## src/snowflake_pkg.sv

```systemverilog
package snowflake_pkg;

  // ~~~~~~~~~~~~~~~~~~~~~~~~~~~~~~~~~~~~~~
  // sizes
  // ~~~~~~~~~~~~~~~~~~~~~~~~~~~~~~~~~~~~~~

  localparam int NUM_CH = 4;                // input and output channels

  typedef logic [31:0] word_t;
  typedef logic [1:0]  section_t;           // channel index
  typedef logic [8:0]  blk_addr_t;          // 512 words of page memory
  typedef logic [5:0]  blk_count_t;         // zero means nothing to move

  // ~~~~~~~~~~~~~~~~~~~~~~~~~~~~~~~~~~~~~~
  // payloads
  // ~~~~~~~~~~~~~~~~~~~~~~~~~~~~~~~~~~~~~~

  // one input buffer entry, the flag closes a transfer
  typedef struct packed {
    word_t data;
    logic  last;
  } in_entry_t;

  typedef struct packed {
    blk_addr_t  start;
    blk_count_t count;
    section_t   section;
    logic       to_dram;                    // 1 selects fill, 0 selects empty
  } blk_cmd_t;

  typedef struct packed {
    logic       working;
    blk_count_t count_sent;
    logic       last_seen;                  // fill stopped on a flagged word
  } blk_status_t;

endpackage

```

## src/lsab_fifo.sv

```systemverilog
module lsab_fifo #(
  parameter int  FIFO_DEPTH = 8,
  parameter type entry_t    = logic [31:0]
) (
  input  logic   CLK_n,
  input  logic   RST_MASTER,
  input  logic   i_push,
  input  entry_t i_data,
  input  logic   i_pop,
  output entry_t o_data,
  output logic   o_full,
  output logic   o_empty,
  output logic   o_room
);

  localparam int PTR_W = $clog2(FIFO_DEPTH);
  localparam int CNT_W = $clog2(FIFO_DEPTH + 1);

  entry_t           mem [FIFO_DEPTH];
  logic [PTR_W-1:0] wr_ptr;
  logic [PTR_W-1:0] rd_ptr;
  logic [CNT_W-1:0] count;
  logic             do_push;
  logic             do_pop;

  assign do_push = i_push && !o_full;          // pushes into a full buffer are dropped
  assign do_pop  = i_pop && !o_empty;

  always_ff @(posedge CLK_n)
  begin
    if (do_push)
    begin
      mem[wr_ptr] <= i_data;
    end
  end

  always_ff @(posedge CLK_n)
  begin
    if (!RST_MASTER)
    begin
      wr_ptr <= '0;
      rd_ptr <= '0;
      count  <= '0;
    end
    else
    begin
      if (do_push)
      begin
        wr_ptr <= wr_ptr + 1'b1;               // depth is a power of two so it wraps
      end
      if (do_pop)
      begin
        rd_ptr <= rd_ptr + 1'b1;
      end
      case ({do_push, do_pop})
        2'b10:   count <= count + 1'b1;
        2'b01:   count <= count - 1'b1;
        default: count <= count;
      endcase
    end
  end

  assign o_data  = mem[rd_ptr];                // head word, valid while not empty
  assign o_full  = (count == CNT_W'(FIFO_DEPTH));
  assign o_empty = (count == '0);
  assign o_room  = (count <= CNT_W'(FIFO_DEPTH - 2)); // two or more free slots

endmodule

```

## src/lsab_in_bank.sv

```systemverilog
module lsab_in_bank #(
  parameter int FIFO_DEPTH = 8
) (
  input  logic                             CLK_n,
  input  logic                             RST_MASTER,
  input  logic [snowflake_pkg::NUM_CH-1:0] i_wr_cr,
  input  snowflake_pkg::in_entry_t         i_data_cr [snowflake_pkg::NUM_CH],
  output logic [snowflake_pkg::NUM_CH-1:0] o_full_cr,
  input  snowflake_pkg::section_t          i_section,
  input  logic                             i_pop,
  output snowflake_pkg::in_entry_t         o_head,
  output logic                             o_empty
);

  snowflake_pkg::in_entry_t         head [snowflake_pkg::NUM_CH];
  logic [snowflake_pkg::NUM_CH-1:0] empty;
  logic [snowflake_pkg::NUM_CH-1:0] pop_ch;

  // ~~~~~~~~~~~~~~~~~~~~~~~~~~~~~~~~~~~~~~
  // one buffer per channel
  // ~~~~~~~~~~~~~~~~~~~~~~~~~~~~~~~~~~~~~~

  for (genvar g = 0; g < snowflake_pkg::NUM_CH; g++)
  begin : g_ch
    assign pop_ch[g] = i_pop && (i_section == snowflake_pkg::section_t'(g));

    lsab_fifo #(
      .FIFO_DEPTH (FIFO_DEPTH),
      .entry_t    (snowflake_pkg::in_entry_t)
    ) u_fifo (
      .CLK_n      (CLK_n),
      .RST_MASTER (RST_MASTER),
      .i_push     (i_wr_cr[g]),
      .i_data     (i_data_cr[g]),
      .i_pop      (pop_ch[g]),
      .o_data     (head[g]),
      .o_full     (o_full_cr[g]),
      .o_empty    (empty[g]),
      .o_room     ()                         // the writer outside only looks at full
    );
  end

  // ~~~~~~~~~~~~~~~~~~~~~~~~~~~~~~~~~~~~~~
  // read side toward the fill mover
  // ~~~~~~~~~~~~~~~~~~~~~~~~~~~~~~~~~~~~~~

  assign o_head  = head[i_section];            // head of the section being filled
  assign o_empty = empty[i_section];

endmodule

```

## config.mk

```make
export PLATFORM = sky130hd
export DESIGN_NAME = lsab_in_bank
export DESIGN_NICKNAME = d
export VERILOG_FILES = /design/src/snowflake_pkg.sv /design/src/lsab_fifo.sv /design/src/lsab_in_bank.sv
export SDC_FILE = /design/constraint.sdc
export NUM_CORES = 1
export LEC_CHECK = 0
export BUFFER_PORTS_ARGS = -buffer_cell sky130_fd_sc_hd__clkbuf_2
export CORE_MARGIN = 1.5
export CORE_UTILIZATION = 55
export DETAILED_ROUTE_END_ITERATION = 10
export PLACE_DENSITY_LB_ADDON = 0.05
export SLEW_MARGIN = 25
export SYNTH_ARGS = -nofsm -noshare
export SYNTH_HDL_FRONTEND = slang
export SYNTH_SLANG_ARGS = --single-unit
```

## constraint.sdc

```tcl
create_clock -name CLK_n -period 6 [get_ports CLK_n]
set_clock_uncertainty 0.05 [all_clocks]
set_input_delay 0.9 -clock CLK_n [delete_from_list [all_inputs] [get_ports CLK_n]]
set_output_delay 0.9 -clock CLK_n [all_outputs]
set_load 0.1 [all_outputs]
```

==> impl_results.md <==
- Antenna violations before repair: 24
- Clk sinks: 1108
- Cell Rows: 102
- Root Driver: clkbuf_16
- Most instantiated library cell after synthesis: edfxtp_1
- Layout Nets: 2779
- Post-Syn Nets: 2561
- Area after DPL: 45280 µm²
- Synth-to-Final Area Change: 13.51%
- Fraction of layout cells with a size suffix above 1: 0.1729
- Vias per cell: 6.396
- # hold bufs at CTS: 0
- Total Power: 0.01631 W
- Ys flop type: edfxtp_1
- Die Y: 282.4 µm
- Die ar.: 79770 µm²
- Share of synthesized registers carrying an async set or reset: 0
- Critical path endpoint category: primary output
- Setup crit start kind: input pin
- Die W: 282.4 µm
- Cells after synthesis: 2400
- Hold Crit Class: flop to flop
- Starting Density: 0.5553
- Commonest cells post-synth: edfxtp_1 (1056), mux2i_1 (543), o22ai_1 (251)
- PwrDens: 334.5 nW/µm²
- Worst IR Drop VDD: 223.2 µV
- CTS tree: done
- Final slew viol count: 0
- Avg Cell Area, Syn: 17.89 µm²
- Drt first pass iters: 5
- DRT antenna net count: 0
- Required time of the worst setup path: 5.05 ns
- Port buffer count: 178
- Max stage delay on crit path: 0.98 ns
- Iteration-0 DRC Markers: 2719
- Total CTS buffers: 109
- WL per Instance: 32.90 µm
- Crit-path cells: clkbuf_2 -> nand4bb_2 -> buf_4 -> o22ai_1 -> nor4_1 -> nand2_1 -> clkbuf_2
- Seq/Total Area, Yosys: 0.7626
- Final Hold Viols: 0
- Seq cells post-synth: 1108
- Fmax: 209.6 MHz
- Maximum number of pins on one net before global-route repair: 55
- Period minus WS final: 4.771 ns
- Max cap viols: 0
- Congestion Overflow GR: 0
- Static Leak: 15.19 nW
- Final worst path period share: 0.7952
- Vias: 23.96k
- Synth Cell Area: 42940 µm²
- CP most frequent cell: clkbuf_2
- H-tree depth: 3
- Least-Margin Pin Slew: 1.104 ns
- Setup CP Type: input pin to primary output
- Unrepaired setup endpoints after global routing: no
- Worst skew pair latency: 0.66 ns
- Core Region: 77340 µm²
- Critical-path maximum fanout: 24
- Post-CTS Repair Setup Buffers: 0
- Cts repair resizes: 0
- Synth top area cells: edfxtp_1 (74%), mux2i_1 (13%), o22ai_1 (3.7%), dfxtp_1 (2.4%), nor4_1 (1.0%)
- GRT Total Usage: 0.3105
- CP Data Arrival Time: 3.82 ns
- Yosys warns: 0
- Via count of the first global-routing pass: 23.59k
- Min-Delay Path Depth: 2
- Status: complete, no violations
- Post-route cell area: 48750 µm²
- Final WL: 123.3 mm
- Worst relative slew slack: 0.2623
- Final Setup Violations: 0
- Synth area leader: edfxtp_1
- Setup TNS: 0 ns
- Post-synth top area share: 0.7384
- Worst Reg-to-Reg Cells: 5
- Drt drc: 0
- I/O pin count: 179
- GPL Wtd Cong: 0.8164
- First-pass GRT wire length: 170.5 mm
- Cell variety after synth: 46
- Max Root-Sink Buffers: 3
- EDFF count, synth: 1056
- Slowest cell on crit path: nand4bb_2
- Clk slew on worst S/H paths: 0.06 ns
- Hpwl dp: 70.67 mm
-- power by group --
group	switching, W	leakage (nW)	total, W	internal (W)
clock network	0.00278	1.69	0.00661	0.00383
registers	0.0000646	10.0	0.00872	0.00866
logic	0.000764	3.49	0.000978	0.000214
total	0.00360	15.2	0.0163	0.0127
-- final timing paths --
kind	start	endpoint	slack, ns
worst max-delay path	i_section[0]	o_head[20]	1.23
worst min-delay path	g_ch[1].u_fifo.rd_ptr[2]	flop	0.43
worst max register to register	g_ch[3].u_fifo.count[1]	g_ch[3].u_fifo.mem[4][18]	2.76
worst min register to register	g_ch[1].u_fifo.rd_ptr[2]	flop	0.43
-- logic make-up (layout without fill, tap and decap cells) --
kind of cell / after synthesis / in the layout / share of synthesized area
flip-flops: 1108 / 1108 / 0.7626
multiplexers: 543 / 543 / 0.1266
AO/OA/AOI/OAI: 298 / 298 / 0.04571
AND/OR/NAND/NOR: 264 / 264 / 0.03595
buffers and inverters: 145 / 446 / 0.01882
XOR/XNOR: 22 / 22 / 0.004487
adder cells (fa/ha/maj): 20 / 20 / 0.005827
other: 0 / 6 / 0
-- state kept, by name, summed over array words and instances (netlist names), named ones only --
signal,flops
g_ch.u_fifo.mem,1056
g_ch.u_fifo.wr_ptr,12
g_ch.u_fifo.rd_ptr,12
g_ch.u_fifo.count,16
-- routing by layer --
| layer | wire [µm] | global-route usage | up-vias |
|---|---|---|---|
| met5 | 96 | 0 | - |
| met2 | 59670 | 0.5116 | 1213 |
| met1 | 49120 | 0.4248 | 12390 |
| met3 | 10460 | 0.05055 | 249 |
| li1 | - | - | 10100 |
| met4 | 3924 | 0.1020 | 16 |
-- cells in the final DEF, fill, tap and decap left out, types with 25 or more instances in the layout --
| cell type | Yosys | layout |
|---|---|---|
| mux2i_1 | 543 | 543 |
| edfxtp_1 | 1056 | 1056 |
| clkinv_1 | 0 | 25 |
| buf_4 | 7 | 55 |
| clkbuf_16 | 0 | 113 |
| nand2_1 | 62 | 62 |
| o22ai_1 | 251 | 251 |
| nor4_1 | 69 | 68 |
| clkbuf_2 | 1 | 178 |
| dfxtp_1 | 52 | 48 |
-- final cells by class --
type | instances | area (µm²)
Inverter | 5 | 18.77
Multi-Input combinational cell | 1147 | 9635
Timing Repair Buffer | 247 | 1583
Clock buffer | 139 | 2957
Clock inverter | 55 | 471.7
Antenna cell | 6 | 15.01
Fill cell | 5569 | 28590
Sequential cell | 1108 | 32770
Tap cell | 1040 | 1301
-- critical path, delay by kind of cell --
kind	cells	cell delay [ns]
simple gates	3	1.32
compound gates	1	0.20
buf+inv	3	1.36
-- stage by stage --
stage,hold WS (ns),worst slack [ns],utilization,std cells
floorplan,0.3957,1.315,-,2400
global placement,0.4113,1.269,0.5845,3542
detailed placement,0.4262,1.309,0.5855,3546
CTS,0.4364,1.313,0.6299,3740
global route,0.4599,1.228,0.6303,3745
finish,0.4329,1.229,0.6303,3747
(Power assumes the default switching activity.)
