===== src/snowflake_pkg.sv =====
package snowflake_pkg;

  // ~~~~~~~~~~~~~~~~~~~~~~~~~~~~~~~~~~~~~~
  // sizes
  // ~~~~~~~~~~~~~~~~~~~~~~~~~~~~~~~~~~~~~~

  localparam int NUM_CH = 4;                // input and output channels

  typedef logic [31:0] word_t;
  typedef logic [1:0]  section_t;           // channel index
  typedef logic [8:0]  blk_addr_t;          // 512 words of page memory
  typedef logic [5:0]  blk_count_t;         // zero means nothing to move

  // ~~~~~~~~~~~~~~~~~~~~~~~~~~~~~~~~~~~~~~
  // payloads
  // ~~~~~~~~~~~~~~~~~~~~~~~~~~~~~~~~~~~~~~

  // one input buffer entry, the flag closes a transfer
  typedef struct packed {
    word_t data;
    logic  last;
  } in_entry_t;

  typedef struct packed {
    blk_addr_t  start;
    blk_count_t count;
    section_t   section;
    logic       to_dram;                    // 1 selects fill, 0 selects empty
  } blk_cmd_t;

  typedef struct packed {
    logic       working;
    blk_count_t count_sent;
    logic       last_seen;                  // fill stopped on a flagged word
  } blk_status_t;

endpackage


===== src/mvblck_frdram.sv =====
module mvblck_frdram (
  input  logic                        CLK_n,
  input  logic                        RST_MASTER,
  input  snowflake_pkg::blk_cmd_t     i_cmd,
  input  logic                        i_issue,
  output snowflake_pkg::blk_addr_t    o_rd_addr,
  output logic                        o_rd_en,
  input  snowflake_pkg::word_t        i_rd_data,
  output snowflake_pkg::section_t     o_section,
  output logic                        o_push,
  output snowflake_pkg::word_t        o_push_data,
  input  logic                        i_room,
  output snowflake_pkg::blk_status_t  o_status
);

  snowflake_pkg::blk_cmd_t   cmd_q;
  snowflake_pkg::blk_count_t rd_cnt;
  snowflake_pkg::blk_count_t count_sent;
  logic                      working;
  logic                      rd_valid;
  logic                      take;
  logic                      final_push;

  assign take = i_issue && !working && !i_cmd.to_dram;

  // ~~~~~~~~~~~~~~~~~~~~~~~~~~~~~~~~~~~~~~
  // read-ahead into page memory
  // ~~~~~~~~~~~~~~~~~~~~~~~~~~~~~~~~~~~~~~

  // Room means two free slots, so a read issued now and the one still in
  // flight both fit even if the level has not caught up with them yet.
  // With a one-cycle memory no more than these two reads are ever in flight.
  assign o_rd_en = working && i_room && (rd_cnt != cmd_q.count);

  assign final_push = rd_valid && (count_sent + 1'b1 == cmd_q.count);

  always_ff @(posedge CLK_n)
  begin
    if (!RST_MASTER)
    begin
      cmd_q      <= '0;
      working    <= 1'b0;
      rd_cnt     <= '0;
      count_sent <= '0;
      rd_valid   <= 1'b0;
    end
    else
    begin
      rd_valid <= o_rd_en;                           // memory answers one cycle later
      if (take)
      begin
        cmd_q      <= i_cmd;
        working    <= (i_cmd.count != '0);
        rd_cnt     <= '0;
        count_sent <= '0;
      end
      else
      begin
        if (o_rd_en)
        begin
          rd_cnt <= rd_cnt + 1'b1;
        end
        if (rd_valid)
        begin
          count_sent <= count_sent + 1'b1;
        end
        if (final_push)
        begin
          working <= 1'b0;
        end
      end
    end
  end

  // ~~~~~~~~~~~~~~~~~~~~~~~~~~~~~~~~~~~~~~
  // returned words go straight out
  // ~~~~~~~~~~~~~~~~~~~~~~~~~~~~~~~~~~~~~~

  assign o_rd_addr   = cmd_q.start + snowflake_pkg::blk_addr_t'(rd_cnt);
  assign o_section   = cmd_q.section;
  assign o_push      = rd_valid;
  assign o_push_data = i_rd_data;                    // reads return in issue order

  assign o_status.working    = working;
  assign o_status.count_sent = count_sent;
  assign o_status.last_seen  = 1'b0;                 // output words carry no flag

endmodule


===== config.mk =====
export PLATFORM = sky130hd
export DESIGN_NAME = mvblck_frdram
export DESIGN_NICKNAME = d
export VERILOG_FILES = /design/src/snowflake_pkg.sv /design/src/mvblck_frdram.sv
export SDC_FILE = /design/constraint.sdc
export NUM_CORES = 1
export LEC_CHECK = 0
export BUFFER_PORTS_ARGS = -buffer_cell sky130_fd_sc_hd__buf_2
export CAP_MARGIN = 10
export CORE_MARGIN = 5
export CORE_UTILIZATION = 35
export CTS_BUF_LIST = sky130_fd_sc_hd__clkbuf_4
export CTS_CLUSTER_SIZE = 14
export DETAILED_ROUTE_END_ITERATION = 10
export GPL_TIMING_DRIVEN = 0
export PLACE_DENSITY = 0.66
export SKIP_CTS_REPAIR_TIMING = 1
export SLEW_MARGIN = 20
export SYNTH_ARGS = -nofsm -noshare
export SYNTH_HDL_FRONTEND = slang
export SYNTH_SLANG_ARGS = --single-unit

===== constraint.sdc =====
create_clock -name CLK_n -period 4.3 [get_ports CLK_n]
set_input_delay 0.86 -clock CLK_n [delete_from_list [all_inputs] [get_ports CLK_n]]
set_output_delay 0.86 -clock CLK_n [all_outputs]
set_load 0.01 [all_outputs]

==> impl_results.rst <==
.. list-table::
   :header-rows: 1

   * - Metric
     - Value
   * - Status
     - finished, final reports clean
   * - Count of nets left with antenna violations after detail routing
     - 0
   * - # DRC
     - 0
   * - Layer with the highest usage after global routing
     - met2
   * - Placed insts
     - between 400 and 500
   * - Layout-stage area growth over the synthesis result
     - 23.8%
   * - Final slew viol count
     - 0
   * - Leakage dissipation
     - 1.26 nW
   * - Number of synthesized flops with an enable pin
     - 0
   * - PwrDens
     - 225 nW/um^2
   * - Cell with the largest stage delay on the worst path
     - fa_1
   * - Clock Power Share
     - 27.2%
   * - Number of register bits inferred by synthesis
     - 31
   * - Violation count after the first detailed-route iteration
     - 95
   * - Path category of the worst min-delay check
     - reg2reg
   * - Cell accounting for the most synthesized area
     - dfxtp_1
   * - Category of the critical setup timing path
     - reg2out
   * - Proportion of power drawn by flip-flops and latches
     - 51.1%
   * - CTS tree
     - yes
   * - Met2 Resource Use GR
     - 21.9%
   * - Most area-consuming cells after synthesis
     - dfxtp_1, buf_4, nand2_1
   * - Number of buffers added by the clock tree synthesis step
     - 5
   * - Die Footprint
     - 7800 um^2
   * - Master cell of the clock root buffer
     - clkbuf_4
   * - Die X
     - 88.3 um
   * - Initial core utilization
     - 36.1%
   * - Dominant register cell in the synthesized netlist
     - dfxtp_1
   * - Worst R2R End
     - o_push
   * - Number of placement rows
     - 28
   * - Sinks on the clock net
     - 31
   * - Met3 track demand over resource in global routing
     - 2.89%
   * - Type of element launching the critical path
     - flop
   * - Required time at the endpoint of the critical path
     - 3440 ps
   * - Peak ir drop on the vdd network
     - between 0.09 and 0.1 mV
   * - I/O pin total
     - 107
   * - Cell class contributing the biggest share of worst-path delay
     - adder cells
   * - Die height
     - 88.3 um
   * - Final wirelength
     - 5.08 mm
   * - Number of vias in the routed layout
     - roughly 2000
   * - Number of diodes
     - 0
   * - M1 GR Usage
     - 16.6%
   * - Pin count of the biggest net entering global routing
     - 11
   * - Time the worst path needs with I/O delays and setup
     - approximately 3200 ps
   * - Core footprint
     - 5960 um^2
   * - Origin of the worst min-delay path
     - cmd_q[14]
   * - Portion of the post-synthesis area used by sequential elements
     - 28.9%
   * - Critical-path maximum fanout
     - 7
   * - Half-perimeter wire length after detailed placement
     - 4.10 mm
   * - Cell with the most instances after synthesis
     - nand2_1
   * - Warnings, synthesis
     - 0
   * - Max-Cap Viols
     - 0
   * - IO Port Bufs
     - 73
   * - Switching power share of the total
     - 29.3%
   * - Final std cells w/o fill
     - roughly 420
   * - CP peak stage delay
     - 430 ps
   * - Synth cell types
     - 48
   * - Syn Std Cell Area
     - approximately 2100 um^2
   * - Mean cell area of the mapped netlist
     - about 8.1 um^2
   * - Clk buf depth
     - 2
   * - Instance count of the mapped netlist
     - 265
   * - Initial antenna violation count
     - 0
   * - Capture endpoint of the worst hold path
     - cmd_q[14]
   * - Share of final-layout standard cells stronger than drive strength 1
     - 35.3%
   * - Via density
     - 4.70
   * - Element type at the critical path end
     - output port
   * - Clock input transition at the sequential cells of the worst setup and hold paths
     - about 100 ps
   * - RSZ-0062 raised after global routing
     - no
   * - Sequence of cells on the critical path
     - ha_1 > fa_1 > a21o_1 > a21oi_1 > or4_1 > nand3_1 > buf_2
   * - Average routed wire per standard cell
     - 12.1 um
   * - Crit path buffers/inverters
     - 1
   * - Number of nets in the finished design
     - 408
   * - DRT Pass-1 Iters
     - 4
   * - Via count of the first global-routing pass
     - 1876
   * - Clock insertion delay at the later pin of the skew report
     - 330 ps
   * - Synthesized netlist net count
     - roughly 330
   * - Instance count along the most critical hold path
     - 2
   * - Worst setup skew after layout
     - 7.54 ps
   * - # H-tree levels
     - 2
   * - Worst r2r path cells
     - 4
   * - Worst reg2reg setup slack
     - 2690 ps
   * - Data arrival at the endpoint of the critical path
     - ~2300 ps
   * - Peak Freq
     - 313 MHz
   * - Worst R2R Start
     - rd_cnt[1]
   * - Total count of hold-check failures in the final report
     - 0
   * - Routability congestion estimate from global placement
     - 0.888
   * - Wire length of the first global-routing pass
     - 8.12 mm
   * - Internal power component
     - 422 uW
   * - Area share of the largest cell type after synthesis
     - 28.9%
   * - Setup-failing EPs final
     - 0
   * - Ranking of synthesized cells by instance count
     - nand2_1, buf_4, dfxtp_1
   * - NetSw
     - 175 uW
   * - All-layer global routing usage
     - about an eighth
   * - Final critical-path share of the clock period
     - 74.3%
   * - Comb pwr share
     - approximately 22%
   * - Grt ovf
     - 0
   * - Final total negative setup slack
     - 0 ps
   * - Async SR Flop Fraction
     - 0%
[through the flow]
step                hold slack, ps  worst slack (ps)  total power [mW]  util, %  cell area (um^2)
finish                         464              1110             0.598     44.7              2660
CTS                            467              1110             0.606     44.7              2660
global placement               449              1500             0.442     43.8              2610
floorplan                      435              1790             0.397        -              2150
detailed placement             451              1490             0.444     43.8              2610
global route                   492               981             0.630     44.7              2660
[area by class of cell]
| class | count | area, um^2 |
|---|---|---|
| Clock inverter | 3 | 15.0 |
| Timing Repair Buffer | 73 | 365 |
| Clock buffer | 5 | 37.5 |
| Buffer | 45 | 307 |
| Inverter | 5 | 18.8 |
| Fill cell | 600 | 3300 |
| Tap cell | 75 | 93.8 |
| Sequential cell | 31 | 621 |
| Multi-Input combinational cell | 184 | 1200 |
[cell usage in the layout (no fill, tap or decap), types with 6 or more instances in the layout]
cell type,count
nand3_1,10
buf_4,36
nor2_1,11
nand2_1,46
buf_2,75
a21boi_1,10
ha_1,8
a21oi_1,9
xor2_1,15
dfxtp_1,31
clkbuf_1,6
xnor2_1,8
a21boi_0,7
[worst min-delay path, cell delays in order (launching register included)]
cell and delay [ps]:
dfxtp_1 330, nand2_1 50, a21boi_1 50
[kinds of logic (layout without fill, tap and decap cells)]
kind of cell	count (synthesis)	after routing	synth area share [%]
DFF	31	31	28.9
other	1	1	0.175
xor gates and xnor gates	23	23	9.38
and+or+nand+nor	100	100	23.4
adders and majority gates	9	9	5.59
buffers and inverters	50	131	15.1
muxes	4	4	1.86
AOI/OAI and AO/OA	47	47	15.6
[sequential cells by signal, summed over array words and instances, names as in the netlist]
register / cells
cmd_q: 15
count_sent: 6
rd_cnt: 6
o_section: 2
o_push: 1
working: 1
[routing by layer]
| layer | up-vias | share of wire (%) |
|---|---|---|
| li1 | 1032 | - |
| met1 | 862 | 45 |
| met2 | 80 | 45 |
| met3 | 6 | 8.7 |
| met4 | 0 | 1.2 |
| met5 | - | 0 |
[worst max-delay path by stage]
| stage | from | to | cells past startpoint |
|---|---|---|---|
| detailed placement | rd_cnt[0] | o_rd_addr[8] | 7 |
| floorplan | rd_cnt[0] | o_rd_addr[6] | 6 |
| finish | rd_cnt[0] | o_rd_addr[8] | 7 |
| CTS | rd_cnt[0] | o_rd_addr[8] | 7 |
| global placement | rd_cnt[0] | o_rd_addr[8] | 7 |
| global route | rd_cnt[0] | o_rd_addr[8] | 7 |
[power by group through the flow]
stage	clock, mW	combinational (mW)	sequential (mW)
2_1_floorplan	0	0.0876	0.309
3_3_place_gp	0	0.130	0.312
3_5_place_dp	0	0.131	0.313
4_1_cts	0.168	0.132	0.306
5_1_grt	0.178	0.144	0.308
6_report	0.162	0.130	0.306
No activity file was read; power rests on OpenSTA's default activity.
