==> config.mk <==
export PLATFORM = sky130hd
export DESIGN_NAME = lsab_out_bank
export DESIGN_NICKNAME = d
export VERILOG_FILES = /design/src/snowflake_pkg.sv /design/src/lsab_fifo.sv /design/src/lsab_out_bank.sv
export SDC_FILE = /design/constraint.sdc
export NUM_CORES = 1
export LEC_CHECK = 0
export BUFFER_PORTS_ARGS = -buffer_cell sky130_fd_sc_hd__buf_2
export CORE_MARGIN = 2
export CORE_UTILIZATION = 55
export CTS_CLUSTER_DIAMETER = 40
export DETAILED_ROUTE_END_ITERATION = 8
export HOLD_SLACK_MARGIN = 0.06
export PLACE_DENSITY = 0.76
export SYNTH_ARGS = -nofsm -noshare
export SYNTH_HDL_FRONTEND = slang
export SYNTH_HIERARCHICAL = 1
export SYNTH_SLANG_ARGS = --single-unit
==> constraint.sdc <==
create_clock -name CLK_n -period 4.7 [get_ports CLK_n]
set_clock_uncertainty 0.05 [all_clocks]
set_input_delay 0.47 -clock CLK_n [delete_from_list [all_inputs] [get_ports CLK_n]]
set_output_delay 0.47 -clock CLK_n [all_outputs]
set_load 0.03 [all_outputs]
==> src/snowflake_pkg.sv <==
package snowflake_pkg;

  // ~~~~~~~~~~~~~~~~~~~~~~~~~~~~~~~~~~~~~~
  // sizes
  // ~~~~~~~~~~~~~~~~~~~~~~~~~~~~~~~~~~~~~~

  localparam int NUM_CH = 4;                // input and output channels

  typedef logic [31:0] word_t;
  typedef logic [1:0]  section_t;           // channel index
  typedef logic [8:0]  blk_addr_t;          // 512 words of page memory
  typedef logic [5:0]  blk_count_t;         // zero means nothing to move

  // ~~~~~~~~~~~~~~~~~~~~~~~~~~~~~~~~~~~~~~
  // payloads
  // ~~~~~~~~~~~~~~~~~~~~~~~~~~~~~~~~~~~~~~

  // one input buffer entry, the flag closes a transfer
  typedef struct packed {
    word_t data;
    logic  last;
  } in_entry_t;

  typedef struct packed {
    blk_addr_t  start;
    blk_count_t count;
    section_t   section;
    logic       to_dram;                    // 1 selects fill, 0 selects empty
  } blk_cmd_t;

  typedef struct packed {
    logic       working;
    blk_count_t count_sent;
    logic       last_seen;                  // fill stopped on a flagged word
  } blk_status_t;

endpackage

==> src/lsab_fifo.sv <==
module lsab_fifo #(
  parameter int  FIFO_DEPTH = 8,
  parameter type entry_t    = logic [31:0]
) (
  input  logic   CLK_n,
  input  logic   RST_MASTER,
  input  logic   i_push,
  input  entry_t i_data,
  input  logic   i_pop,
  output entry_t o_data,
  output logic   o_full,
  output logic   o_empty,
  output logic   o_room
);

  localparam int PTR_W = $clog2(FIFO_DEPTH);
  localparam int CNT_W = $clog2(FIFO_DEPTH + 1);

  entry_t           mem [FIFO_DEPTH];
  logic [PTR_W-1:0] wr_ptr;
  logic [PTR_W-1:0] rd_ptr;
  logic [CNT_W-1:0] count;
  logic             do_push;
  logic             do_pop;

  assign do_push = i_push && !o_full;          // pushes into a full buffer are dropped
  assign do_pop  = i_pop && !o_empty;

  always_ff @(posedge CLK_n)
  begin
    if (do_push)
    begin
      mem[wr_ptr] <= i_data;
    end
  end

  always_ff @(posedge CLK_n)
  begin
    if (!RST_MASTER)
    begin
      wr_ptr <= '0;
      rd_ptr <= '0;
      count  <= '0;
    end
    else
    begin
      if (do_push)
      begin
        wr_ptr <= wr_ptr + 1'b1;               // depth is a power of two so it wraps
      end
      if (do_pop)
      begin
        rd_ptr <= rd_ptr + 1'b1;
      end
      case ({do_push, do_pop})
        2'b10:   count <= count + 1'b1;
        2'b01:   count <= count - 1'b1;
        default: count <= count;
      endcase
    end
  end

  assign o_data  = mem[rd_ptr];                // head word, valid while not empty
  assign o_full  = (count == CNT_W'(FIFO_DEPTH));
  assign o_empty = (count == '0);
  assign o_room  = (count <= CNT_W'(FIFO_DEPTH - 2)); // two or more free slots

endmodule

==> src/lsab_out_bank.sv <==
module lsab_out_bank #(
  parameter int FIFO_DEPTH = 8
) (
  input  logic                             CLK_n,
  input  logic                             RST_MASTER,
  input  snowflake_pkg::section_t          i_section,
  input  logic                             i_push,
  input  snowflake_pkg::word_t             i_data,
  output logic                             o_room,
  input  logic [snowflake_pkg::NUM_CH-1:0] i_rd_cw,
  output snowflake_pkg::word_t             o_data_cw [snowflake_pkg::NUM_CH],
  output logic [snowflake_pkg::NUM_CH-1:0] o_empty_cw
);

  logic [snowflake_pkg::NUM_CH-1:0] room;
  logic [snowflake_pkg::NUM_CH-1:0] push_ch;

  // ~~~~~~~~~~~~~~~~~~~~~~~~~~~~~~~~~~~~~~
  // one buffer per channel
  // ~~~~~~~~~~~~~~~~~~~~~~~~~~~~~~~~~~~~~~

  for (genvar g = 0; g < snowflake_pkg::NUM_CH; g++)
  begin : g_ch
    assign push_ch[g] = i_push && (i_section == snowflake_pkg::section_t'(g));

    lsab_fifo #(
      .FIFO_DEPTH (FIFO_DEPTH),
      .entry_t    (snowflake_pkg::word_t)
    ) u_fifo (
      .CLK_n      (CLK_n),
      .RST_MASTER (RST_MASTER),
      .i_push     (push_ch[g]),
      .i_data     (i_data),
      .i_pop      (i_rd_cw[g]),
      .o_data     (o_data_cw[g]),
      .o_full     (),                        // the empty mover is throttled by room
      .o_empty    (o_empty_cw[g]),
      .o_room     (room[g])
    );
  end

  // ~~~~~~~~~~~~~~~~~~~~~~~~~~~~~~~~~~~~~~
  // write side from the empty mover
  // ~~~~~~~~~~~~~~~~~~~~~~~~~~~~~~~~~~~~~~

  // Room is only reported for the channel the mover is writing to, since
  // the other channels are drained independently by the outside.
  assign o_room = room[i_section];

endmodule

==> qor.yml, run 1 <==
status:
  outcome: "finished clean"
global_route:
  grt_pass1_vias: 20100
  track_usage_pct: 23.1
  grt_pass1_wl_mm: 130
  gr-total-overflow: 0
  grt_max_degree: 65
  antenna_found_initial: 1
sta:
  hold_viol: 0
  max_freq_mhz: 279
  layout_min_cycle_time_ns: 3.59
  period_share_pct: 76.4
  slew_violations: 0
  totalNegativeSetupSlack_ns: 0
  whs_ns: 0.286
  rsz0062_at_grt: "false"
  fin_ws_ns: 1.11
  tightest_slew_ns: 1.19
  setup-violations-final: 0
  max_slew_margin_pct: 20.9
setup_path:
  arrival_ns: 3.07
  crit_type: "flop to primary output"
  cp-start-kind: "flop"
  worst-path-max-fanout: 41
  critPathRequiredTime_ns: 4.18
  cp-end-kind: "primary output"
flow_run:
  max_cap_viol_count: 0
cells_and_area:
  drive_gt1_share_pct: 40.1
  fin_nets: 2102
  diodes: 0
  fillerInstances: 4808
  layout.cells.non_filler: 3115
  syn_to_final_growth_pct: 15.5
cts:
  cts_resized: 0
  htree_num_levels: 3
  tritoncts: "built"
  cts_max_path_buffers: 3
  postCtsSetupBuffers: 0
  postCtsHoldBufs: 0
  clock-sinks: 1076
  path_clk_slew_ns: 0.05
  cts_buffers: 120
  cts-root-buf: "clkbuf_16"
  insertion_delay_ns: 0.67
placement:
  io_buffers: 173
  pre_cts_slack_ns: 1.73
  hpwl_mm: 46.3
  place_inst: 2888
  gp_congestion: 0.730
floorplanning:
  design.die.area_mm2: 0.0772
  die_height_um: 278
  core_mm2: 0.0743
  dieWidth_um: 278
  rows: 100
  initial_core_util_pct: 55.5
  num_io_pins: 174
drt:
  vias: 19100
  route.detailed.drc: 0
  drt-total-wl_mm: 87.5
  drt_iter0_markers: 1698
  first_pass_iters: 7
  ant_nets: 0
  wl_per_cell_um: 28.1
  avgViaCountPerCell: 6.12
yosys:
  syn_nets: 1850
  postSynthCellCount: 1789
  syn_area_mm2: 0.0412
  syn_area_per_cell_um2: 23.0
  yosysWarnings: 6
power_and_ir_drop:
  powerDensity_mw_per_mm2: 525
  leakage_nw: 15.0
  peakVddDrop_v: 0.000337
worst_hold_path:
  hold_path.class: "input port to flop"
worst max-delay path, cell delays in order, from the launching register on:
cell,delay [ns]
dfxtp_4,0.89
buf_4,0.39
mux4_2,0.56
mux2_2,0.33
buf_2,0.20
per-stage QoR:
stage / cell area [um^2] / util, % / total power [mW]
5_1_grt: 47600 / 64.1 / 25.8
6_report: 47600 / 64.1 / 25.0
3_5_place_dp: 43400 / 58.4 / 15.6
3_3_place_gp: 43400 / 58.4 / 15.5
4_1_cts: 47600 / 64.1 / 25.2
2_1_floorplan: 41200 / - / 14.5
layout by cell type, fill, tap and decap left out, drive strengths merged, types with 8 or more instances in the layout:
cell type	count
a21boi	8
edfxtp	1024
nor2b	8
buf	222
and2	24
nor4	8
nand2	24
a31oi	8
clkinv	48
mux4	257
xnor2	16
xor2	12
mux2i	12
mux2	128
dfxtp	52
bufinv	16
nand3	16
nand2b	12
o21ai	8
inv	13
nor3	20
clkbuf	137
clkinvlp	13
nor2	12
ha	20
registers in the layout (all words and copies together) (netlist names), named ones only:
signal and count:
g_ch.u_fifo/mem 1024, g_ch.u_fifo/wr_ptr 12, g_ch.u_fifo/count 16, g_ch.u_fifo/rd_ptr 12
routing by layer:
layer  GRT usage [%]  wire (um)  vias to the layer above
met5               0         12                        -
li1                -          -                     8019
met2            38.0      44200                      738
met1            31.8      34700                    10200
met4            7.15       2110                        2
met3            4.19       6550                      108
cell type report:
class                           count  area [um^2]  share of cell area, %
Clock buffer                      137         3250                   6.82
Timing Repair Buffer              222         1260                   2.64
Tap cell                          969         1210                   2.55
Multi-Input combinational cell    621         9110                   19.1
Clock inverter                     90          970                   2.04
Sequential cell                  1076        31800                   66.8
worst paths after layout:
check / from / slack [ns] / to / depth (start not counted)
min: i_push / 0.29 / g_ch[2].u_fifo/wr_ptr[1] / 4
min reg2reg: g_ch[0].u_fifo/count[3] / 0.48 / g_ch[0].u_fifo/count[3] / 2
max: flop / 1.11 / o_data_cw[46] / 4
max reg2reg: g_ch[0].u_fifo/count[0] / 2.02 / g_ch[0].u_fifo/count[2] / 9
where the power goes:
part | internal (mW) | switching [mW]
registers | 10.7 | 0.385
clock network | 5.87 | 3.77
logic | 2.03 | 2.30
(Power assumes the default switching activity.)
==> inputs of run 2 (changes only) <==
--- a/config.mk
+++ b/config.mk
@@ -7,11 +7,11 @@
 export LEC_CHECK = 0
 export BUFFER_PORTS_ARGS = -buffer_cell sky130_fd_sc_hd__buf_2
 export CORE_MARGIN = 2
-export CORE_UTILIZATION = 55
+export CORE_UTILIZATION = 60
 export CTS_CLUSTER_DIAMETER = 40
 export DETAILED_ROUTE_END_ITERATION = 8
 export HOLD_SLACK_MARGIN = 0.06
-export PLACE_DENSITY = 0.76
+export PLACE_DENSITY = 0.79
 export SYNTH_ARGS = -nofsm -noshare
 export SYNTH_HDL_FRONTEND = slang
 export SYNTH_HIERARCHICAL = 1
==> constraint.sdc (replaced) <==
create_clock -name CLK_n -period 3.75 [get_ports CLK_n]
set_clock_uncertainty 0.05 [all_clocks]
set_input_delay 0.375 -clock CLK_n [delete_from_list [all_inputs] [get_ports CLK_n]]
set_output_delay 0.375 -clock CLK_n [all_outputs]
set_load 0.03 [all_outputs]
==> run 2 against run 1 <==
Against the previous run:
- power grew 24%
- non-clock buffer count up 3
- sequential power increased by 25%
- critical path depth unchanged
- worst setup slack got worse by 0.64 ns
- wire length rose by 4.5%
- clock power increased by 20%
- sequential share of layout area up 0.30 points
- flip-flop and latch count is the same
- via count rose by 2.0%
- critical path type unchanged
- critical endpoint is now o_data_cw[0]
- largest power group unchanged
- highest routed layer unchanged
==> qor.yml, run 2 (same netlist as run 1, synthesis figures left out) <==
status:
  outcome: "finished clean"
global_route:
  grt_pass1_vias: 20600
  antenna_found_initial: 5
  grt_pass1_wl_mm: 133
  grt_max_degree: 65
  gr-total-overflow: 0
  track_usage_pct: 26.2
drt:
  drt-total-wl_mm: 91.5
  vias: 19400
  route.detailed.drc: 0
  drt_iter0_markers: 1942
  wl_per_cell_um: 30.2
  avgViaCountPerCell: 6.42
  ant_nets: 0
  first_pass_iters: 5
cells_and_area:
  reg_top3: "g_ch.u_fifo/mem (1024), g_ch.u_fifo/count (16)"
  fin_nets: 2104
  final_common_cell: "edfxtp_1"
  seqCellArea_mm2: 0.0318
  largest_register_ffs: 1024
  fillerInstances: 3863
  final_area_mm2: 0.0474
  final_cell_mix: "1024 x edfxtp_1, 257 x mux4_2, 173 x buf_2"
  layout.cells.non_filler: 3026
  syn_to_final_growth_pct: 15.0
  multi_input_area_mm2: 0.00914
  drive_gt1_share_pct: 39.9
  top_register: "g_ch.u_fifo/mem"
sta:
  max_slew_margin_pct: 32.1
  max_freq_mhz: 305
  layout_min_cycle_time_ns: 3.28
  tightest_slew_ns: 1.01
  period_share_pct: 87.5
  setup-violations-final: 0
  hold_viol: 0
  slew_violations: 0
  rsz0062_at_grt: "false"
flow_run:
  max_cap_viol_count: 0
placement:
  place_area_mm2: 0.0434
  io_buffers: 173
  hpwl_mm: 45.9
  place_inst: 2804
  gp_congestion: 0.755
cts:
  cts-root-buf: "clkbuf_16"
  insertion_delay_ns: 0.69
  cts_resized: 0
  cts_max_path_buffers: 3
  postCtsSetupBuffers: 0
  tritoncts: "built"
  postCtsHoldBufs: 0
  htree_num_levels: 3
  path_clk_slew_ns: 0.06
  clock-sinks: 1076
  cts_buffers: 119
floorplanning:
  initial_core_util_pct: 60.3
  num_io_pins: 174
  design.die.area_mm2: 0.0708
  dieWidth_um: 266
  rows: 96
  die_height_um: 266
  core_mm2: 0.0683
setup_path:
  crit_chain: "buf_4 -> mux4_2 -> mux2_2 -> buf_2"
  cp-end-kind: "primary output"
  r2r_cells: 9
  rrSetupSlack_ns: 1.08
  worst-path-max-fanout: 27
  arrival_ns: 2.86
  critical_path.reg2reg.startpoint: "g_ch[1].u_fifo/count[1]"
  critPathSlowestCell: "dfxtp_4"
  cp-start-kind: "flop"
  cp_num_buf_inv: 2
  critPathRequiredTime_ns: 3.32
  path_delay_family: "multiplexers"
  slowest_delay_ns: 0.72
  crit_type: "flop to primary output"
  rr_endpoint: "g_ch[1].u_fifo/count[2]"
worst_hold_path:
  hold_depth: 4
  hold_path.class: "input port to flop"
  min_to: "g_ch[3].u_fifo/wr_ptr[1]"
  holdCritStartpoint: "i_section[1]"
power_and_ir_drop:
  clkPwrFrac_pct: 37.5
  sw_frac_of_total_pct: 26.4
  leakage_nw: 15.0
  p_int_mw: 22.8
  powerDensity_mw_per_mm2: 655
  total_power_mw: 31.0
  comb_power_share_pct: 17.9
  peakVddDrop_v: 0.000471
  power.share.sequential_pct: 44.6
  switching_power_mw: 8.21
==> run 2: layout make-up <==
type | count | area share (%)
Tap cell | 882 | 2.33
Clock inverter | 79 | 1.85
Sequential cell | 1076 | 67.1
Clock buffer | 141 | 6.54
Multi-Input combinational cell | 621 | 19.3
Timing Repair Buffer | 225 | 2.86
Antenna cell | 2 | 0.0106
==> run 2: stage by stage <==
step           utilization, %  setup slack, ns  hold slack (ns)  setup TNS, ns
3_5_place_dp             63.5             1.14            0.462              0
4_1_cts                  69.3            0.372            0.125              0
3_3_place_gp             63.5             1.18            0.440              0
5_1_grt                  69.3            0.317            0.184              0
2_1_floorplan               -          -0.0277            0.424          -2.66
6_report                 69.3            0.470            0.164              0
==> run 2: tightest hold or removal path, stage by stage <==
cell	delay, ns
buf_2	0.12
and3_2	0.21
nand3_1	0.09
a21boi_1	0.05
==> run 2: how the worst max path moves through the flow <==
stage                                           to  slack (ns)  cells past startpoint
after floorplan           g_ch[0].u_fifo/mem[2][0]       -0.03                      3
after global placement               o_data_cw[26]        1.18                      4
after detailed placement   g_ch[2].u_fifo/count[2]        1.14                      9
after CTS                             o_data_cw[0]        0.37                      4
after global routing                 o_data_cw[26]        0.32                      4
final                                 o_data_cw[0]        0.47                      4
==> run 2: power groups by stage <==
stage / Combinational, mW / Clock [mW] / Sequential [mW]
after floorplan: 4.56 / 0 / 13.7
after global placement: 5.41 / 0 / 14.1
after detailed placement: 5.52 / 0 / 14.1
after CTS: 5.61 / 11.8 / 13.8
after global routing: 5.87 / 12.2 / 13.9
final: 5.56 / 11.6 / 13.8
==> run 2: layer usage <==
layer / GRT usage, % / vias up / routed length, um
met4: 10.2 / 10 / 2960
met3: 5.09 / 147 / 7650
li1: - / 8014 / -
met1: 34.9 / 10400 / 34600
met5: 0 / - / 73
met2: 43.4 / 900 / 46200
