===== src/snowflake_pkg.sv =====
package snowflake_pkg;

  // ~~~~~~~~~~~~~~~~~~~~~~~~~~~~~~~~~~~~~~
  // sizes
  // ~~~~~~~~~~~~~~~~~~~~~~~~~~~~~~~~~~~~~~

  localparam int NUM_CH = 4;                // input and output channels

  typedef logic [31:0] word_t;
  typedef logic [1:0]  section_t;           // channel index
  typedef logic [8:0]  blk_addr_t;          // 512 words of page memory
  typedef logic [5:0]  blk_count_t;         // zero means nothing to move

  // ~~~~~~~~~~~~~~~~~~~~~~~~~~~~~~~~~~~~~~
  // payloads
  // ~~~~~~~~~~~~~~~~~~~~~~~~~~~~~~~~~~~~~~

  // one input buffer entry, the flag closes a transfer
  typedef struct packed {
    word_t data;
    logic  last;
  } in_entry_t;

  typedef struct packed {
    blk_addr_t  start;
    blk_count_t count;
    section_t   section;
    logic       to_dram;                    // 1 selects fill, 0 selects empty
  } blk_cmd_t;

  typedef struct packed {
    logic       working;
    blk_count_t count_sent;
    logic       last_seen;                  // fill stopped on a flagged word
  } blk_status_t;

endpackage


===== src/mvblck_todram.sv =====
module mvblck_todram (
  input  logic                        CLK_n,
  input  logic                        RST_MASTER,
  input  snowflake_pkg::blk_cmd_t     i_cmd,
  input  logic                        i_issue,
  output snowflake_pkg::section_t     o_section,
  output logic                        o_pop,
  input  snowflake_pkg::in_entry_t    i_head,
  input  logic                        i_empty,
  output snowflake_pkg::blk_addr_t    o_wr_addr,
  output snowflake_pkg::word_t        o_wr_data,
  output logic                        o_wr_en,
  output snowflake_pkg::blk_status_t  o_status
);

  snowflake_pkg::blk_cmd_t   cmd_q;
  snowflake_pkg::blk_count_t pop_cnt;
  snowflake_pkg::blk_count_t count_sent;
  snowflake_pkg::in_entry_t  wr_entry;
  logic                      working;
  logic                      last_seen;
  logic                      last_popped;
  logic                      wr_valid;
  logic                      take;
  logic                      final_wr;

  assign take = i_issue && !working && i_cmd.to_dram;  // busy or empty-direction issues drop

  // pop until the count is reached or a flagged word has left the buffer
  assign o_pop = working && !i_empty && !last_popped && (pop_cnt != cmd_q.count);

  assign final_wr = wr_valid && ((count_sent + 1'b1 == cmd_q.count) || wr_entry.last);

  always_ff @(posedge CLK_n)
  begin
    if (!RST_MASTER)
    begin
      cmd_q       <= '0;
      working     <= 1'b0;
      pop_cnt     <= '0;
      count_sent  <= '0;
      last_seen   <= 1'b0;
      last_popped <= 1'b0;
      wr_valid    <= 1'b0;
    end
    else
    begin
      wr_valid <= o_pop;                             // write lands one cycle after the pop
      if (take)
      begin
        cmd_q       <= i_cmd;
        working     <= (i_cmd.count != '0);
        pop_cnt     <= '0;
        count_sent  <= '0;
        last_seen   <= 1'b0;
        last_popped <= 1'b0;
      end
      else
      begin
        if (o_pop)
        begin
          pop_cnt     <= pop_cnt + 1'b1;
          last_popped <= i_head.last;
        end
        if (wr_valid)
        begin
          count_sent <= count_sent + 1'b1;
          last_seen  <= last_seen || wr_entry.last;
        end
        if (final_wr)
        begin
          working <= 1'b0;
        end
      end
    end
  end

  always_ff @(posedge CLK_n)
  begin
    if (o_pop)
    begin
      wr_entry <= i_head;
    end
  end

  assign o_section = cmd_q.section;
  assign o_wr_en   = wr_valid;
  assign o_wr_data = wr_entry.data;
  assign o_wr_addr = cmd_q.start + snowflake_pkg::blk_addr_t'(count_sent);

  assign o_status.working    = working;
  assign o_status.count_sent = count_sent;
  assign o_status.last_seen  = last_seen;

endmodule


===== config.mk =====
export PLATFORM = sky130hd
export DESIGN_NAME = mvblck_todram
export DESIGN_NICKNAME = d
export VERILOG_FILES = /design/src/snowflake_pkg.sv /design/src/mvblck_todram.sv
export SDC_FILE = /design/constraint.sdc
export NUM_CORES = 1
export LEC_CHECK = 0
export ABC_CLOCK_PERIOD_IN_PS = 4400
export BUFFER_PORTS_ARGS = -buffer_cell sky130_fd_sc_hd__buf_2
export CAP_MARGIN = 15
export CORE_MARGIN = 2
export CORE_UTILIZATION = 45
export DETAILED_ROUTE_END_ITERATION = 16
export GPL_TIMING_DRIVEN = 0
export PLACE_DENSITY = 0.84
export SLEW_MARGIN = 25
export SYNTH_ARGS = -nofsm -noshare
export SYNTH_HDL_FRONTEND = slang
export SYNTH_SLANG_ARGS = --single-unit

===== constraint.sdc =====
create_clock -name CLK_n -period 4.4 [get_ports CLK_n]
set_input_delay 0.66 -clock CLK_n [delete_from_list [all_inputs] [get_ports CLK_n]]
set_output_delay 0.66 -clock CLK_n [all_outputs]
set_load 0.03 [all_outputs]

==> results.py, run 1 <==
metrics = {
    "finish": {
        "nFillCells": 554,
        "syn2layout_area_growth_pct": 28.2,
        "area.sequential_um2": 1650,
        "nets": 476,
        "antenna_cells": 0,
        "multi_input_area_um2": 1120,
        "drive_above_1_share_pct": 39.6,
    },
    "sta": {
        "worstMarginPinSlew_ns": 0.645,
        "fin_tns_setup_ns": 0,
        "final.setup_skew_ns": 0.0105,
        "fin_crit_sh_pct": 71.8,
        "hold_viol": 0,
        "finalSetupViolCount": 0,
        "max-slew-margin-rel_pct": 56.9,
        "rsz0062_at_grt": "no",
        "fmax_ghz": 0.316,
        "finalCriticalPeriod_ns": 3.16,
        "drv_slew": 0,
        "worst_slack_ns": 1.24,
    },
    "synthesis": {
        "ys_ff_latch": 66,
        "syn-cell-area_um2": 3100,
        "yosys-top-cells-area": "edfxtp_1, dfxtp_1, buf_4",
        "yosys_warnings": 0,
        "synth_nets": 357,
        "ys_types": 39,
        "ys_seq_area_share_pct": 53.4,
        "avgSynthCellArea_um2": 10.6,
        "postSynth.asyncResetShare_pct": 0,
        "yosys_most_used_dff": "edfxtp_1",
        "yosysTopAreaCell": "edfxtp_1",
        "synthesis.instances": 293,
        "yosys.area.top_type_share_pct": 32.0,
        "synth-edff-count": 33,
    },
    "setup_path": {
        "worstPathCellList": "ha_1 > fa_1 > a21o_1 > a21oi_1 > o21bai_1 > o311ai_0 > buf_2",
        "r2r_start": "cmd_q[5]",
        "slowest_delay_ns": 0.40,
        "path_max_fanout": 8,
        "crit_start": "count_sent[0]",
        "required_ns": 3.74,
        "crit_slowest_cell": "dfxtp_1",
        "worst-path-buf-inv": 1,
        "crit_arrival_ns": 2.50,
        "criticalPathCategory": "reg -> out",
        "cp-start-kind": "flip-flop",
        "endpoint_kind": "primary output",
        "crit_family": "compound AO/OA/AOI/OAI gates",
    },
    "place": {
        "portBuffers": 107,
        "pre_cts_ws_ns": 1.60,
        "hpwlAfterDp_mm": 4.84,
        "place_congestion": 0.858,
    },
    "global_route": {
        "gr-total-overflow": 0,
        "grt_pass1_wl_mm": 10.3,
        "grt_usage_pct": 17.8,
        "grt_pass1_vias": 2269,
        "grt_max_degree": 25,
        "antenna_found_initial": 0,
    },
    "clock_network": {
        "cts_tree": "done",
        "cts-resized-gates": 0,
        "cts_made_buffers": 9,
        "insertion_delay_ns": 0.33,
        "root_buffer": "clkbuf_8",
        "cts_buffer_depth": 2,
        "post_cts_buffers": 0,
        "cts.htree.levels": 3,
        "clk_pin_slew_ns": 0.07,
        "cts_hold_buf": 0,
        "cts_num_sinks": 66,
    },
    "floorplanning": {
        "start_util_pct": 46.1,
        "design.core.area_um2": 6720,
        "die_area_um2": 7560,
        "row_count": 30,
        "dieWidth_um": 86.9,
        "die_h_um": 86.9,
        "io_pins": 108,
    },
    "drt": {
        "initialDrtViolationCount": 60,
        "routedLengthMet1_mm": 2.81,
        "wl_met2_mm": 3.02,
        "routed_wl_mm": 6.43,
        "via_per_inst": 4.85,
        "routedWlPerCell_um": 12.9,
        "drcViolationCount": 0,
        "top_layer": "met4",
        "wl_met3_um": 497,
        "drtAntennaViolNets": 0,
        "vias": 2408,
        "drtPass1Iterations": 4,
    },
    "power_and_ir_drop": {
        "leakagePower_nw": 1.75,
        "vdd_drop_max_v": 0.000247,
        "pwr_density_cell_nw_per_um2": 339,
    },
    "job": {
        "max-cap-violations": 0,
    },
    "hold_path": {
        "hold_class": "reg -> reg",
        "hp-start": "last_seen",
    },
    "status": {
        "outcome": "completed",
    },
}
layer usage:
metal  vias to the layer above  global-route usage (%)
met5                         -                       0
met4                         0                    8.81
met3                         8                    4.45
met2                       101                    30.8
met1                      1087                    20.2
li1                       1212                       -
path summary, 6_finish.rpt:
kind              endpoint  slack [ns]  depth (start not counted)
min              last_seen        0.48                          2
max           o_wr_addr[8]        1.24                          7
max reg2reg  o_wr_data[27]        2.44                          4
min reg2reg      last_seen        0.48                          2
layout by cell type, fill, tap and decap left out, types with 2 or more instances in the layout:
master / count
dfxtp_1: 33
bufinv_16: 2
clkinv_2: 2
a21o_1: 2
nor3b_1: 3
ha_1: 8
a21oi_1: 10
nand3_1: 7
xor2_1: 12
buf_2: 109
clkbuf_8: 9
nor3_1: 2
a211oi_1: 4
or3_1: 2
nor2_1: 21
nor4_1: 2
edfxtp_1: 33
a21boi_0: 18
nand4_1: 3
nand2_1: 47
and2_1: 2
o21ai_0: 5
clkbuf_1: 7
inv_1: 4
xnor2_1: 14
mux2i_1: 2
buf_4: 36
cells by family after synthesis:
logic type / synth area share [%]
flops: 53.4
buf+inv: 10.4
xor+xnor: 7.36
compound gates: 10.8
simple gates: 13.5
fa+ha+maj: 3.88
mux: 0.647
per-stage QoR:
step	utilization, %	hold slack, ns	power, W	area [um2]	cells
6_report	59.1	0.476	0.00135	3970	497
5_1_grt	59.1	0.467	0.00140	3970	497
4_1_cts	59.1	0.469	0.00137	3970	497
3_5_place_dp	55.9	0.459	0.000821	3760	481
3_3_place_gp	55.5	0.454	0.000815	3730	480
2_1_floorplan	-	0.437	0.000769	3100	293
final cells by class:
class	instances	area share (%)
Multi-Input combinational cell	178	28.3
Tap cell	80	2.52
Timing Repair Buffer	108	14.2
Clock buffer	10	3.22
Inverter	4	0.378
Buffer	45	7.76
Clock inverter	6	2.05
Sequential cell	66	41.6
synth_stat cells, types with 3 or more instances:
library cell and instances:
dfxtp_1 33, o21ai_0 5, a21boi_0 18, xnor2_1 14
nor2_1 21, nor3b_1 3, clkbuf_1 6, nand2_1 47
buf_4 36, xor2_1 12, nand3_1 7, nand4_1 3
ha_1 8, a211oi_1 4, inv_1 4, edfxtp_1 33
a21oi_1 10
report_power, final:
part           switching (W)  internal [W]  total (W)  leakage, nW
sequential         0.0000114      0.000662   0.000673        0.566
clock               0.000222      0.000315   0.000538        0.104
combinational      0.0000780     0.0000569   0.000135         1.08
total               0.000312       0.00103    0.00135         1.75
worst min-delay path, cell delays in order (launching register included):
cell	delay, ns
dfxtp_1	0.33
a21oi_1	0.04
nor2_1	0.07
sequential cells by signal, summed over array words and instances (netlist names):
register / flops
cmd_q: 15
count_sent: 6
last_popped: 1
last_seen: 1
o_section: 2
o_wr_data: 32
o_wr_en: 1
pop_cnt: 6
working: 1
wr_entry: 1
No activity file was read; power rests on OpenSTA's default activity.
==> run 2, diff against run 1 <==
ABC_AREA = 1   (was not set)
ABC_CLOCK_PERIOD_IN_PS = 3300   (was 4400)
clock period = 3.3 ns   (was 4.4 ns; I/O delays follow)
==> results.py, run 2 <==
metrics = {
    "clock_network": {
        "cts_hold_buf": 0,
        "cts-resized-gates": 0,
        "cts_tree": "done",
        "root_buffer": "clkbuf_8",
        "clk_pin_slew_ns": 0.07,
        "cts_buffer_depth": 2,
        "insertion_delay_ns": 0.34,
        "cts_made_buffers": 9,
        "post_cts_buffers": 0,
        "cts.htree.levels": 3,
        "cts_num_sinks": 66,
    },
    "synthesis": {
        "synth.most_common_cell": "nand2_1",
        "ys_seq_area_share_pct": 53.2,
        "postSynth.asyncResetShare_pct": 0,
        "synth-edff-count": 33,
        "yosys.area.top_type_share_pct": 31.9,
        "ys_top_cells_by_count": "nand2_1, buf_4, nor2_1",
        "syn-cell-area_um2": 3100,
        "avgSynthCellArea_um2": 9.46,
        "yosys_warnings": 0,
        "yosys-top-cells-area": "edfxtp_1, dfxtp_1, buf_4",
        "synth_nets": 392,
        "ys_types": 28,
        "ys_ff_latch": 66,
        "yosys_most_used_dff": "edfxtp_1",
        "yosysTopAreaCell": "edfxtp_1",
        "synthesis.instances": 328,
    },
    "sta": {
        "finalCriticalPeriod_ns": 2.75,
        "max-slew-margin-rel_pct": 62.6,
        "finalSetupViolCount": 0,
        "fin_tns_setup_ns": 0,
        "drv_slew": 0,
        "final.setup_skew_ns": 0.00614,
        "worstMarginPinSlew_ns": 0.560,
        "hold_viol": 0,
        "fmax_ghz": 0.363,
        "fin_crit_sh_pct": 83.4,
        "rsz0062_at_grt": "no",
    },
    "setup_path": {
        "path_max_fanout": 35,
        "crit_slowest_cell": "clkinv_2",
        "r2r_end": "o_wr_data[28]",
        "worst-path-buf-inv": 2,
        "criticalPathCategory": "reg -> out",
        "rrSetupSlack_ns": 1.33,
        "cp-start-kind": "flip-flop",
        "r2r_start": "pop_cnt[1]",
        "r2r.worst_path.cells": 5,
        "crit_family": "buffers and inverters",
        "endpoint_kind": "primary output",
        "crit_arrival_ns": 2.26,
        "worstPathCellList": "xor2_1 > a21oi_1 > nand3_2 > nand2_4 > clkinv_2 > buf_2",
        "slowest_delay_ns": 0.45,
        "required_ns": 2.80,
    },
    "drt": {
        "routedWlPerCell_um": 12.2,
        "drcViolationCount": 0,
        "wl_met2_mm": 3.14,
        "wl_met3_um": 516,
        "drtPass1Iterations": 4,
        "routedLengthMet1_mm": 2.77,
        "via_per_inst": 4.82,
        "drtAntennaViolNets": 0,
        "vias": 2561,
        "initialDrtViolationCount": 69,
        "routed_wl_mm": 6.48,
        "top_layer": "met4",
    },
    "power_and_ir_drop": {
        "share_seq_of_total_power_pct": 50.8,
        "vdd_drop_max_v": 0.000274,
        "clkPwrFrac_pct": 36.2,
        "p_comb_share_pct": 13.0,
        "leakagePower_nw": 1.86,
        "pwr_density_cell_nw_per_um2": 458,
        "switching_share_pct": 26.2,
        "finalPower_w": 0.00180,
        "power.switching_w": 0.000471,
        "p_int_w": 0.00133,
    },
    "finish": {
        "largest_register_ffs": 32,
        "drive_above_1_share_pct": 37.3,
        "finish.utilization_pct": 58.5,
        "nFillCells": 548,
        "area.sequential_um2": 1650,
        "multi_input_area_um2": 1040,
        "layout_common_cells": "buf_2, nand2_1, buf_4, nor2_1",
        "syn2layout_area_growth_pct": 26.7,
        "nets": 510,
        "final_common_cell": "buf_2",
        "final_cell_count_no_fill": 531,
        "antenna_cells": 0,
    },
    "place": {
        "place_congestion": 0.868,
        "portBuffers": 107,
        "hpwlAfterDp_mm": 5.00,
        "placedCellCount": 515,
    },
    "global_route": {
        "grt_max_degree": 36,
        "grt_pass1_wl_mm": 9.78,
        "gr-total-overflow": 0,
        "grt_pass1_vias": 2240,
        "antenna_found_initial": 0,
        "grt_usage_pct": 16.8,
    },
    "job": {
        "max-cap-violations": 0,
    },
    "floorplanning": {
        "die_h_um": 87.0,
        "die_area_um2": 7570,
        "start_util_pct": 46.2,
        "dieWidth_um": 87.0,
        "design.core.area_um2": 6720,
        "io_pins": 108,
        "row_count": 30,
    },
    "hold_path": {
        "hold_class": "in -> reg",
        "hp-start": "i_head[22]",
        "holdPathStages": 1,
        "holdPathEnd": "o_wr_data[21]",
    },
    "status": {
        "outcome": "completed",
    },
}
## run 2: cell types whose count changed after synthesis, sizes merged, moves of 14 or more
cell    previous run  this run
inv                4        28
a21boi            18         0
nor2              21        38
o21ai              5        22
nand3              7        23
a21oi             11        25
## run 2: final cells by class
class,instances,area share (%)
flip-flops and latches,66,42.0
multi-input cells,191,26.5
repair buffers,107,13.6
plain buffers,42,7.57
clock buffers,9,3.15
inverters,29,2.80
well taps,80,2.55
clock inverters,7,1.78
## run 2: power groups by stage
stage          Clock, W  Sequential [W]  Combinational [W]
3_3_place_gp          0        0.000931           0.000228
6_report       0.000651        0.000914           0.000234
4_1_cts        0.000671        0.000913           0.000236
5_1_grt        0.000698        0.000916           0.000258
3_5_place_dp          0        0.000932           0.000235
2_1_floorplan         0        0.000930           0.000155
## run 2: stage by stage
| step | hold WS, ns | setup WS, ns | cell area (um2) |
|---|---|---|---|
| after floorplan | 0.453 | 0.866 | 3100 |
| after global placement | 0.467 | 0.956 | 3740 |
| after detailed placement | 0.479 | 0.864 | 3740 |
| after CTS | 0.304 | 0.492 | 3930 |
| after global routing | 0.307 | 0.344 | 3930 |
| final | 0.320 | 0.549 | 3930 |
## run 2: worst max-delay path by stage
stage	startpoint	endpoint	slack (ns)	depth (start not counted)
after detailed placement	pop_cnt[4]	o_pop	0.86	7
after global placement	pop_cnt[1]	o_pop	0.96	6
after floorplan	count_sent[0]	o_wr_addr[8]	0.87	6
after CTS	pop_cnt[4]	o_pop	0.49	7
after global routing	pop_cnt[1]	o_pop	0.34	6
final	pop_cnt[1]	o_pop	0.55	6
## run 2: kinds of logic (layout without fill, tap and decap cells)
family | count (synthesis) | after routing | share of synthesized area [%]
AO/OA/AOI/OAI | 54 | 54 | 9.28
XOR/XNOR | 14 | 14 | 3.95
adder cells (fa/ha/maj) | 9 | 9 | 3.87
buffers and inverters | 71 | 194 | 13.2
flip-flops | 66 | 66 | 53.2
AND/OR/NAND/NOR | 114 | 114 | 16.5
## run 2: per-layer routing
| metal | vias up | global-route usage [%] |
|---|---|---|
| met5 | - | 0 |
| met4 | 0 | 7.39 |
| met3 | 8 | 3.70 |
| met2 | 95 | 29.6 |
| met1 | 1150 | 19.4 |
| li1 | 1308 | - |
==> run 3, diff against run 2 <==
ABC_CLOCK_PERIOD_IN_PS = 2400   (was 3300)
PLACE_DENSITY = 0.87   (was 0.84)
clock period = 2.4 ns   (was 3.3 ns; I/O delays follow)
==> results.py, run 3 (synthesis gave the netlist of run 2 again) <==
metrics = {
    "status": {
        "outcome": "completed",
    },
    "global_route": {
        "grt_max_degree": 36,
        "grt_pass1_wl_mm": 10.0,
        "antenna_found_initial": 0,
        "gr-total-overflow": 0,
        "grt_usage_pct": 17.1,
        "grt_pass1_vias": 2309,
    },
    "setup_path": {
        "r2r.worst_path.cells": 6,
        "r2r_end": "o_wr_data[19]",
        "criticalPathCategory": "reg -> out",
        "r2r_start": "pop_cnt[3]",
        "path_max_fanout": 7,
        "slowest_delay_ns": 0.37,
        "crit_slowest_cell": "dfxtp_4",
        "rrSetupSlack_ns": 0.86,
        "crit_family": "adder cells",
        "cp-start-kind": "flip-flop",
        "crit_arrival_ns": 1.99,
        "worst-path-buf-inv": 1,
        "required_ns": 2.04,
        "worstPathCellList": "ha_2 > fa_2 > nand4_1 > o211ai_1 > nand3_1 > xnor2_1 > buf_4",
        "endpoint_kind": "primary output",
    },
    "sta": {
        "worstMarginPinSlew_ns": 0.418,
        "worst_slack_ns": 0.0530,
        "drv_slew": 0,
        "max-slew-margin-rel_pct": 72.1,
        "fmax_ghz": 0.426,
        "final.setup_skew_ns": 0.00857,
        "fin_crit_sh_pct": 97.8,
        "rsz0062_at_grt": "yes",
        "finalCriticalPeriod_ns": 2.35,
        "hold_viol": 0,
        "finalHoldWorstSlack_ns": 0.198,
        "finalSetupViolCount": 0,
    },
    "power_and_ir_drop": {
        "finalPower_w": 0.00245,
        "pwr_density_cell_nw_per_um2": 615,
        "vdd_drop_max_v": 0.000433,
        "leakagePower_nw": 1.85,
    },
    "place": {
        "hpwlAfterDp_mm": 5.06,
        "place_congestion": 0.866,
        "pre_cts_ws_ns": 0.145,
        "portBuffers": 107,
    },
    "floorplanning": {
        "die_area_um2": 7570,
        "die_h_um": 87.0,
        "dieWidth_um": 87.0,
        "row_count": 30,
        "design.core.area_um2": 6720,
        "io_pins": 108,
        "start_util_pct": 46.2,
    },
    "finish": {
        "final_common_cell": "buf_2",
        "largest_register_ffs": 32,
        "syn2layout_area_growth_pct": 28.3,
        "nets": 510,
        "antenna_cells": 0,
        "layout_common_cells": "buf_2, nand2_1, buf_4, nor2_1, edfxtp_1",
        "drive_above_1_share_pct": 38.6,
    },
    "clock_network": {
        "cts_buffer_depth": 2,
        "cts_num_sinks": 66,
        "root_buffer": "clkbuf_8",
        "clk_pin_slew_ns": 0.07,
        "cts_tree": "done",
        "post_cts_buffers": 0,
        "cts.htree.levels": 3,
        "insertion_delay_ns": 0.33,
        "cts_made_buffers": 9,
    },
    "drt": {
        "vias": 2620,
        "via_per_inst": 4.93,
        "routedWlPerCell_um": 12.7,
        "routed_wl_mm": 6.76,
        "drtAntennaViolNets": 0,
        "drtPass1Iterations": 5,
        "drcViolationCount": 0,
        "initialDrtViolationCount": 69,
    },
    "hold_path": {
        "holdPathEnd": "o_wr_data[20]",
        "holdPathStages": 1,
        "hold_class": "in -> reg",
        "hp-start": "i_head[21]",
    },
    "job": {
        "max-cap-violations": 0,
    },
}
==> run 3: how the worst max path moves through the flow <==
stage | start | end | slack (ns) | depth (start not counted)
floorplan | count_sent[0] | o_wr_addr[8] | 0.10 | 6
global placement | pop_cnt[1] | o_pop | 0.19 | 6
detailed placement | pop_cnt[3] | o_pop | 0.15 | 7
CTS | count_sent[0] | o_wr_addr[8] | 0.03 | 7
global route | count_sent[0] | o_wr_addr[8] | -0.03 | 7
finish | count_sent[0] | o_wr_addr[8] | 0.05 | 7
==> run 3: per-layer routing <==
metal  routed length (um)  GRT usage (%)
met1                 2790           19.8
met3                  544           3.89
met5                    0              0
met2                 3210           29.6
met4                  215           8.24
==> run 3: what timing repair did <==
action,CTS,global route
hold buffers,0,0
pin swaps,0,1
resized for setup,5,7
setup endpoints to repair,3,2
==> run 3: per-stage QoR <==
step | instance area (um2) | cells | setup TNS (ns) | utilization, %
after floorplan | 3100 | 328 | 0 | -
after global placement | 3740 | 515 | 0 | 55.6
after detailed placement | 3740 | 515 | 0 | 55.6
after CTS | 3940 | 531 | 0 | 58.7
after global routing | 3980 | 531 | -0.0337 | 59.2
final | 3980 | 531 | 0 | 59.2
==> run 3: power breakdown <==
| group | total (W) | internal, W | switching, W |
|---|---|---|---|
| combinational | 0.000330 | 0.000129 | 0.000201 |
| sequential | 0.00126 | 0.00123 | 0.0000302 |
| clock | 0.000859 | 0.000464 | 0.000395 |
| total | 0.00245 | 0.00182 | 0.000626 |
==> run 3: final cells by class <==
| class | count | area, um2 |
|---|---|---|
| fillers | 531 | 2740 |
| flip-flops and latches | 66 | 1660 |
| multi-input cells | 191 | 1080 |
| repair buffers | 107 | 538 |
| plain buffers | 42 | 298 |
| clock buffers | 14 | 174 |
| inverters | 29 | 116 |
| well taps | 80 | 100 |
| clock inverters | 2 | 10.0 |
==> run 3: worst register-to-register path: cells and delay by family, from the launching register on <==
family,cells,cell delay (ns)
AND/OR/NAND/NOR,4,0.45
flip-flops,1,0.43
buffers and inverters,2,0.31
